$ cat config.mk
export PLATFORM = sky130hd
export DESIGN_NAME = organ_top
export DESIGN_NICKNAME = d
export VERILOG_FILES = /design/src/organ_pkg.sv /design/src/hex_display.sv /design/src/organ_top.sv /design/src/sample_rate_control.sv /design/src/speed_keys.sv /design/src/tone_generator.sv
export SDC_FILE = /design/constraint.sdc
export NUM_CORES = 1
export LEC_CHECK = 0
export BUFFER_PORTS_ARGS = -buffer_cell sky130_fd_sc_hd__buf_2
export CORE_UTILIZATION = 65
export DETAILED_ROUTE_END_ITERATION = 10
export PLACE_DENSITY = 0.93
export SYNTH_ARGS = -nofsm -noshare
export SYNTH_HDL_FRONTEND = slang
export SYNTH_SLANG_ARGS = --single-unit
$ cat constraint.sdc
create_clock -name CLK_50M -period 7.25 [get_ports CLK_50M]
set_input_delay 0.3625 -clock CLK_50M [delete_from_list [all_inputs] [get_ports CLK_50M]]
set_output_delay 0.3625 -clock CLK_50M [all_outputs]
set_load 0.03 [all_outputs]
$ cat src/organ_pkg.sv
package organ_pkg;

  // ====================================================================
  // Types
  // ====================================================================
  typedef logic [2:0]         note_code_t;    // Note select from switches
  typedef logic signed [7:0]  sample_t;       // Signed audio sample
  typedef logic [15:0]        half_period_t;  // Cycles per half wave
  typedef logic signed [15:0] speed_t;        // Signed speed offset
  typedef logic [15:0]        sample_count_t; // Scope sampling count, wraps
  typedef logic [6:0]         seg_t;          // Active low, g..a

  // ====================================================================
  // Note table
  // ====================================================================
  // Half periods at 50 MHz, entries 011 and 100 swapped as on the board
  localparam half_period_t NOTE_HALF_PERIOD [8] = '{
    16'd47801,  // 000  523 Hz
    16'd42589,  // 001  587 Hz
    16'd37936,  // 010  659 Hz
    16'd31928,  // 011  783 Hz
    16'd35816,  // 100  698 Hz
    16'd28409,  // 101  880 Hz
    16'd25329,  // 110  987 Hz
    16'd23900   // 111  1046 Hz
  };

  localparam sample_t SAMPLE_LOW  = 8'sh80; // Low level and mute
  localparam sample_t SAMPLE_HIGH = 8'sh7F;

  // Speed control
  localparam speed_t        SPEED_STEP           = 16'sd100;
  localparam sample_count_t DEFAULT_SAMPLE_COUNT = 16'd12499; // 0x30D3

  // Hex glyphs 0 to F
  localparam seg_t HEX_SEGMENTS [16] = '{
    7'h40, 7'h79, 7'h24, 7'h30,
    7'h19, 7'h12, 7'h02, 7'h78,
    7'h00, 7'h10, 7'h08, 7'h03,
    7'h46, 7'h21, 7'h06, 7'h0E
  };

endpackage

$ cat src/hex_display.sv
`timescale 1ns/1ns

module hex_display #(
  parameter int unsigned REFRESH_TICKS = 25_000_000
) (
  input  logic                     CLK_50M,
  input  logic                     rst_n,
  input  organ_pkg::sample_count_t sample_count,
  output organ_pkg::seg_t          hex0,
  output organ_pkg::seg_t          hex1,
  output organ_pkg::seg_t          hex2,
  output organ_pkg::seg_t          hex3,
  output organ_pkg::seg_t          hex4,
  output organ_pkg::seg_t          hex5
);
  import organ_pkg::*;

  localparam int CNT_W = $clog2(REFRESH_TICKS + 1);
  localparam logic [CNT_W-1:0] LAST_TICK = CNT_W'(REFRESH_TICKS - 1);

  logic [CNT_W-1:0] refresh_cnt;
  logic             refresh_tick;
  sample_count_t    shown;      // Held between refreshes
  logic [23:0]      digit_val;  // Six nibbles, top two always zero
  seg_t             segs [6];

  // ====================================================================
  // Refresh tick and display latch
  // ====================================================================
  assign refresh_tick = (refresh_cnt == LAST_TICK);

  always_ff @(posedge CLK_50M or negedge rst_n)
  begin
    if (!rst_n)
    begin
      refresh_cnt <= '0;
    end
    else
    begin
      refresh_cnt <= refresh_tick ? '0 : refresh_cnt + 1'b1;
    end
  end

  always_ff @(posedge CLK_50M or negedge rst_n)
  begin
    if (!rst_n)
    begin
      shown <= '0;
    end
    else if (refresh_tick)
    begin
      shown <= sample_count;
    end
  end

  // ====================================================================
  // Hex decoders
  // ====================================================================
  assign digit_val = {8'h00, shown};

  for (genvar i = 0; i < 6; i++)
  begin : g_digit
    assign segs[i] = HEX_SEGMENTS[digit_val[4*i +: 4]];
  end

  assign hex0 = segs[0];  // Low nibble
  assign hex1 = segs[1];
  assign hex2 = segs[2];
  assign hex3 = segs[3];
  assign hex4 = segs[4];  // Always 0
  assign hex5 = segs[5];

endmodule

$ cat src/organ_top.sv
`timescale 1ns/1ns

module organ_top #(
  parameter int unsigned REPEAT_TICKS  = 5_000_000,   // 10 steps per second
  parameter int unsigned REFRESH_TICKS = 25_000_000   // 2 Hz display
) (
  input  logic               CLK_50M,
  input  logic               rst_n,
  input  logic [3:0]         sw,   // 3:1 note, 0 enable
  input  logic [2:0]         key,  // Active low
  output organ_pkg::sample_t audio_sample,
  output organ_pkg::seg_t    hex0,
  output organ_pkg::seg_t    hex1,
  output organ_pkg::seg_t    hex2,
  output organ_pkg::seg_t    hex3,
  output organ_pkg::seg_t    hex4,
  output organ_pkg::seg_t    hex5
);
  import organ_pkg::*;

  logic          up_step;
  logic          down_step;
  logic          clear_speed;
  sample_count_t sample_count;

  // ====================================================================
  // Tone path
  // ====================================================================
  tone_generator tone_generator_i (
    .CLK_50M      (CLK_50M),
    .rst_n        (rst_n),
    .note         (sw[3:1]),
    .enable       (sw[0]),
    .audio_sample (audio_sample)
  );

  // ====================================================================
  // Speed keys to sampling count to display
  // ====================================================================
  speed_keys #(
    .REPEAT_TICKS (REPEAT_TICKS)
  ) speed_keys_i (
    .CLK_50M     (CLK_50M),
    .rst_n       (rst_n),
    .key         (key),
    .up_step     (up_step),
    .down_step   (down_step),
    .clear_speed (clear_speed)
  );

  sample_rate_control sample_rate_control_i (
    .CLK_50M      (CLK_50M),
    .rst_n        (rst_n),
    .up_step      (up_step),
    .down_step    (down_step),
    .clear_speed  (clear_speed),
    .sample_count (sample_count)
  );

  hex_display #(
    .REFRESH_TICKS (REFRESH_TICKS)
  ) hex_display_i (
    .CLK_50M      (CLK_50M),
    .rst_n        (rst_n),
    .sample_count (sample_count),
    .hex0 (hex0),
    .hex1 (hex1),
    .hex2 (hex2),
    .hex3 (hex3),
    .hex4 (hex4),
    .hex5 (hex5)
  );

endmodule

$ cat src/sample_rate_control.sv
`timescale 1ns/1ns

module sample_rate_control (
  input  logic                     CLK_50M,
  input  logic                     rst_n,
  input  logic                     up_step,
  input  logic                     down_step,
  input  logic                     clear_speed,
  output organ_pkg::sample_count_t sample_count
);
  import organ_pkg::*;

  speed_t speed;

  // ====================================================================
  // Speed register
  // ====================================================================
  always_ff @(posedge CLK_50M or negedge rst_n)
  begin
    if (!rst_n)
    begin
      speed <= '0;
    end
    else if (clear_speed)
    begin
      speed <= '0;  // Clear wins over any step
    end
    else if (up_step)
    begin
      speed <= speed + SPEED_STEP;
    end
    else if (down_step)
    begin
      speed <= speed - SPEED_STEP;
    end
  end

  // Sampling count, modulo 2^16
  always_ff @(posedge CLK_50M or negedge rst_n)
  begin
    if (!rst_n)
    begin
      sample_count <= DEFAULT_SAMPLE_COUNT;
    end
    else
    begin
      sample_count <= DEFAULT_SAMPLE_COUNT + sample_count_t'(speed);
    end
  end

endmodule

$ cat src/speed_keys.sv
`timescale 1ns/1ns

module speed_keys #(
  parameter int unsigned REPEAT_TICKS = 5_000_000
) (
  input  logic       CLK_50M,
  input  logic       rst_n,
  input  logic [2:0] key,       // 0 up, 1 down, 2 clear, active low
  output logic       up_step,
  output logic       down_step,
  output logic       clear_speed
);

  localparam int CNT_W = $clog2(REPEAT_TICKS + 1);
  localparam logic [CNT_W-1:0] LAST_TICK = CNT_W'(REPEAT_TICKS - 1);

  logic [2:0]       key_meta;
  logic [2:0]       key_sync;
  logic [CNT_W-1:0] tick_cnt;
  logic             tick;
  logic             up_held;
  logic             down_held;

  // ====================================================================
  // Key synchronizers
  // ====================================================================
  always_ff @(posedge CLK_50M or negedge rst_n)
  begin
    if (!rst_n)
    begin
      key_meta <= 3'b111;  // Released
      key_sync <= 3'b111;
    end
    else
    begin
      key_meta <= key;
      key_sync <= key_meta;
    end
  end

  assign up_held     = ~key_sync[0];
  assign down_held   = ~key_sync[1];
  assign clear_speed = ~key_sync[2];  // Level, no repeat limit

  // ====================================================================
  // Repeat tick and step pulses
  // ====================================================================
  always_ff @(posedge CLK_50M or negedge rst_n)
  begin
    if (!rst_n)
    begin
      tick_cnt <= '0;
      tick     <= 1'b0;
    end
    else
    begin
      tick     <= (tick_cnt == LAST_TICK);
      tick_cnt <= (tick_cnt == LAST_TICK) ? '0 : tick_cnt + 1'b1;
    end
  end

  // Both keys held cancel out
  always_ff @(posedge CLK_50M or negedge rst_n)
  begin
    if (!rst_n)
    begin
      up_step   <= 1'b0;
      down_step <= 1'b0;
    end
    else
    begin
      up_step   <= tick & up_held & ~down_held;
      down_step <= tick & down_held & ~up_held;
    end
  end

endmodule

$ cat src/tone_generator.sv
`timescale 1ns/1ns

module tone_generator (
  input  logic                 CLK_50M,
  input  logic                 rst_n,
  input  organ_pkg::note_code_t note,
  input  logic                 enable,
  output organ_pkg::sample_t   audio_sample
);
  import organ_pkg::*;

  half_period_t half_period;  // Selected note
  half_period_t last_count;
  half_period_t cnt;
  note_code_t   note_q;       // Previous note, spots a change
  logic         wave;
  logic         wrap;

  always_comb
  begin
    half_period = NOTE_HALF_PERIOD[note];
    last_count  = half_period - 16'd1;
    wrap        = (cnt == last_count);
  end

  // ====================================================================
  // Half-period counter and square wave
  // ====================================================================
  always_ff @(posedge CLK_50M or negedge rst_n)
  begin
    if (!rst_n)
    begin
      cnt    <= '0;
      note_q <= '0;
      wave   <= 1'b0;
    end
    else
    begin
      note_q <= note;
      if (note != note_q)
      begin
        cnt <= '0;  // Restart on a new note
      end
      else if (wrap)
      begin
        cnt  <= '0;
        wave <= ~wave;
      end
      else
      begin
        cnt <= cnt + 16'd1;
      end
    end
  end

  // Gated wave to signed sample
  always_ff @(posedge CLK_50M or negedge rst_n)
  begin
    if (!rst_n)
      audio_sample <= SAMPLE_LOW;
    else
      audio_sample <= (wave && enable) ? SAMPLE_HIGH : SAMPLE_LOW;
  end

endmodule

==> reports/metrics.cfg <==
[global_route]
grt_use_met3=0.05932
grt_pass1_wl_mm=26.21
all_layer_global_routing_usage=0.2905
grt_overflow=0
grt.met1_usage=0.3438
vias_in_the_first_global_route=5617
globalRouteMet2Util=0.5234
grt_busiest_layer=met2
maximum_number_of_pins_on_one_net_before_global_route_repair=91
number_of_antenna_violations_at_the_first_check_in_global_routing=0

[clocking]
clockBufferDepth=2
reg_clk_slew_reported_paths_ns=0.06
tritoncts=built
cts-htree-levels=4
cts_setup_buffers=0
tritoncts.num_buffers=17
clock_insertion_delay_worst_skew_ns=0.53
clock_tree.root_cell=sky130_fd_sc_hd__clkbuf_8
numClockSinks=122

[finish]
final_design_area_no_fill_um2=8192
post-route-util=0.7524
filler_cell_count=697
final_common_cell=sky130_fd_sc_hd__dfrtp_1
n_antenna_cell=0
fraction_of_final_layout_cells_with_drive_strength_greater_than_1=0.1509
layout_common_cells=sky130_fd_sc_hd__dfrtp_1 (110), sky130_fd_sc_hd__nor2_1 (66), sky130_fd_sc_hd__nand2_1 (52), sky130_fd_sc_hd__buf_2 (43)
synthToLayoutAreaGrowth_pct=12.39
final_net_count=840

[synthesis]
ys.warnings.count=0
synth_top_cells_by_area=sky130_fd_sc_hd__dfrtp_1 (38%), sky130_fd_sc_hd__ha_1 (7.0%), sky130_fd_sc_hd__xnor2_1 (4.9%)
synth_seq_area_share=0.4209
synth_edf_count=0
postSynth.asyncResetShare=1.000
ys_types=67
avgSynthCellArea_um2=9.783
synthCells=745
synth_ff_type=sky130_fd_sc_hd__dfrtp_1
synth_top_area_cell=sky130_fd_sc_hd__dfrtp_1
post_synthesis_sequential_element_count=122
post-synth-top-area-fraction=0.3777
netlist_area_um2=7288

[drt]
wl_mm=15.58
first_pass_drt_iterations=7
post_drt_via_cell_ratio=6.024
antenna_violating_nets_post_route=0
wl_per_cell_um=16.53
drt_iter0_markers=473
drc=0
detailroute.via_count=5675

[timing]
fin_tns_setup_ns=0
report.final.setup_viol=0
period_minus_slack_ns=2.992
timing_max_transition_violations_final=0
relSlewSlack=0.2698
clock_skew_ns=0.008561
period_share=0.4127
timing_worst_slew_pin_value_ns=1.095
timing_hold_violations_final=0
setup_repair_after_global_routing_missed_its_margin=false
fmaxAchievable_ghz=0.3343

[min_path]
hold_path.class=input port to register
holdPathEnd=tone_generator_i.note_q[0]
hold_path_startpoint=sw[1]
hold_path_depth=1

[power]
leakage_nw=3.716
power-per-cell-area_nw_per_um2=220.4
worst_ir_drop_vdd_mv=0.1704

[place]
placement.io_buffers=44
dpl-instance-area_um2=7502
place_congestion=0.8813
sum_of_net_half_perimeters_after_detailed_placement_mm=9.922

[critical_path]
crit_path_cells=inv_1, ha_1, o21ai_0, o211ai_1, nand3_1, o2111a_1, or4_1, and3_1
critical_path_peak_fanout=12
setup.worst_path.class=register to register
rrSetupSlack_ns=4.26
end_kind=register
critPathRequiredTime_ns=7.67
reg2reg_from=speed_keys_i.up_step
start_kind=register
timing.critical_path.slowest_cell_delay_ns=0.57
regToRegEndpoint=sample_rate_control_i.speed[15]
cpMaxStageDelayCell=sky130_fd_sc_hd__dfrtp_1
rr_worst_depth=8
critPathArrivalTime_ns=3.41

[floorplan]
die_area_um2=11640
floorplan.die.height_um=107.9
die_width_um=107.9
core_area_um2=10890
io_pins=59
fp-row-count=38
start_util=0.6694

[flow_run]
max_cap_viol_count=0

[outcome]
status=finished clean

-- state kept, by name, indices dropped and copies added (netlist names) --
signal / count
hex_display_i.refresh_cnt: 25
hex_display_i.shown: 15
sample_rate_control_i.sample_count: 14
sample_rate_control_i.speed: 14
speed_keys_i.down_step: 1
speed_keys_i.key_meta: 3
speed_keys_i.key_sync: 3
speed_keys_i.tick: 1
speed_keys_i.tick_cnt: 23
speed_keys_i.up_step: 1
tone_generator_i.audio_sample: 2
tone_generator_i.cnt: 16
tone_generator_i.note_q: 3
tone_generator_i.wave: 1
-- timing repair --
item,in CTS,in global routing
hold endpoints to repair,35,0
resized for setup,0,0
hold buffers,5,0
-- worst max-delay path, delay by kind of cell, from the launching register on --
family | cells | cell delay [ns]
AND/OR/NAND/NOR | 3 | 0.93
AO/OA/AOI/OAI | 3 | 0.67
flip-flops | 1 | 0.57
adder cells (fa/ha/maj) | 1 | 0.43
buffers and inverters | 1 | 0.28
-- cells in the mapped netlist, drive strengths merged (6+ instances only) --
| cell type | instances |
|---|---|
| or3 | 6 |
| inv | 26 |
| and3 | 12 |
| clkbuf | 12 |
| xor2 | 41 |
| ha | 41 |
| dfstp | 12 |
| o22ai | 6 |
| o31ai | 6 |
| nand2b | 12 |
| dfrtp | 110 |
| a21oi | 29 |
| o21ai | 42 |
| nor2 | 67 |
| nand3 | 33 |
| nor2b | 20 |
| xnor2 | 41 |
| nand2 | 52 |
| buf | 28 |
| nor3 | 31 |
| nand4 | 16 |
| mux2 | 6 |
| mux2i | 13 |
| o211ai | 6 |
-- metrics by stage --
step | power (mW) | std cells | hold slack, ns | worst slack [ns]
floorplan | 0.8582 | 757 | 0.06691 | 4.294
global placement | 0.8869 | 905 | 0.3177 | 3.966
detailed placement | 0.8976 | 905 | 0.3317 | 3.817
CTS | 1.807 | 942 | 0.04615 | 4.282
global route | 1.863 | 942 | 0.05549 | 4.074
finish | 1.805 | 942 | 0.06005 | 4.258
-- cell type report --
cell class                      instances  area, um^2  area share
Clock buffer                           25       504.2     0.06155
Clock inverter                          7       135.1     0.01650
Inverter                               28       105.1     0.01283
Multi-Input combinational cell        567        3901      0.4762
Sequential cell                       122        3068      0.3745
Tap cell                              140       175.2     0.02138
Timing Repair Buffer                   53       302.8     0.03696
-- how the worst max path moves through the flow --
stage                    startpoint                              end  slack (ns)  cells past startpoint
2_1_floorplan                 sw[1]         tone_generator_i.cnt[10]        4.29                     12
3_5_place_dp                  sw[1]          tone_generator_i.cnt[1]        3.82                     12
6_report       speed_keys_i.up_step  sample_rate_control_i.speed[15]        4.26                      8
4_1_cts                       sw[1]          tone_generator_i.cnt[1]        4.28                     12
3_3_place_gp                  sw[1]          tone_generator_i.cnt[1]        3.97                     12
5_1_grt                       sw[1]          tone_generator_i.cnt[2]        4.07                     12
-- per-layer routing --
layer,vias up,share of wire,wire [um]
li1,2666,-,-
met5,-,0,0
met2,165,0.53,8242
met4,0,0.020,317
met1,2808,0.41,6406
met3,36,0.039,608
-- logic make-up (layout without fill, tap and decap cells) --
kind of cell / Yosys count / in the layout / share of synthesized area
multiplexers: 22 / 22 / 0.03639
AND/OR/NAND/NOR: 284 / 284 / 0.2082
XOR/XNOR: 83 / 83 / 0.1016
adder cells (fa/ha/maj): 42 / 42 / 0.07313
flip-flops: 122 / 122 / 0.4209
other: 2 / 14 / 0.001030
buffers and inverters: 68 / 113 / 0.04996
AO/OA/AOI/OAI: 122 / 122 / 0.1087
-- report_power, final --
group / switching, mW / internal (mW) / total (mW) / leakage, nW
clock: 0.297 / 0.612 / 0.909 / 0.318
sequential: 0.0219 / 0.712 / 0.734 / 1.61
combinational: 0.100 / 0.0622 / 0.163 / 1.79
(Power assumes the default switching activity.)
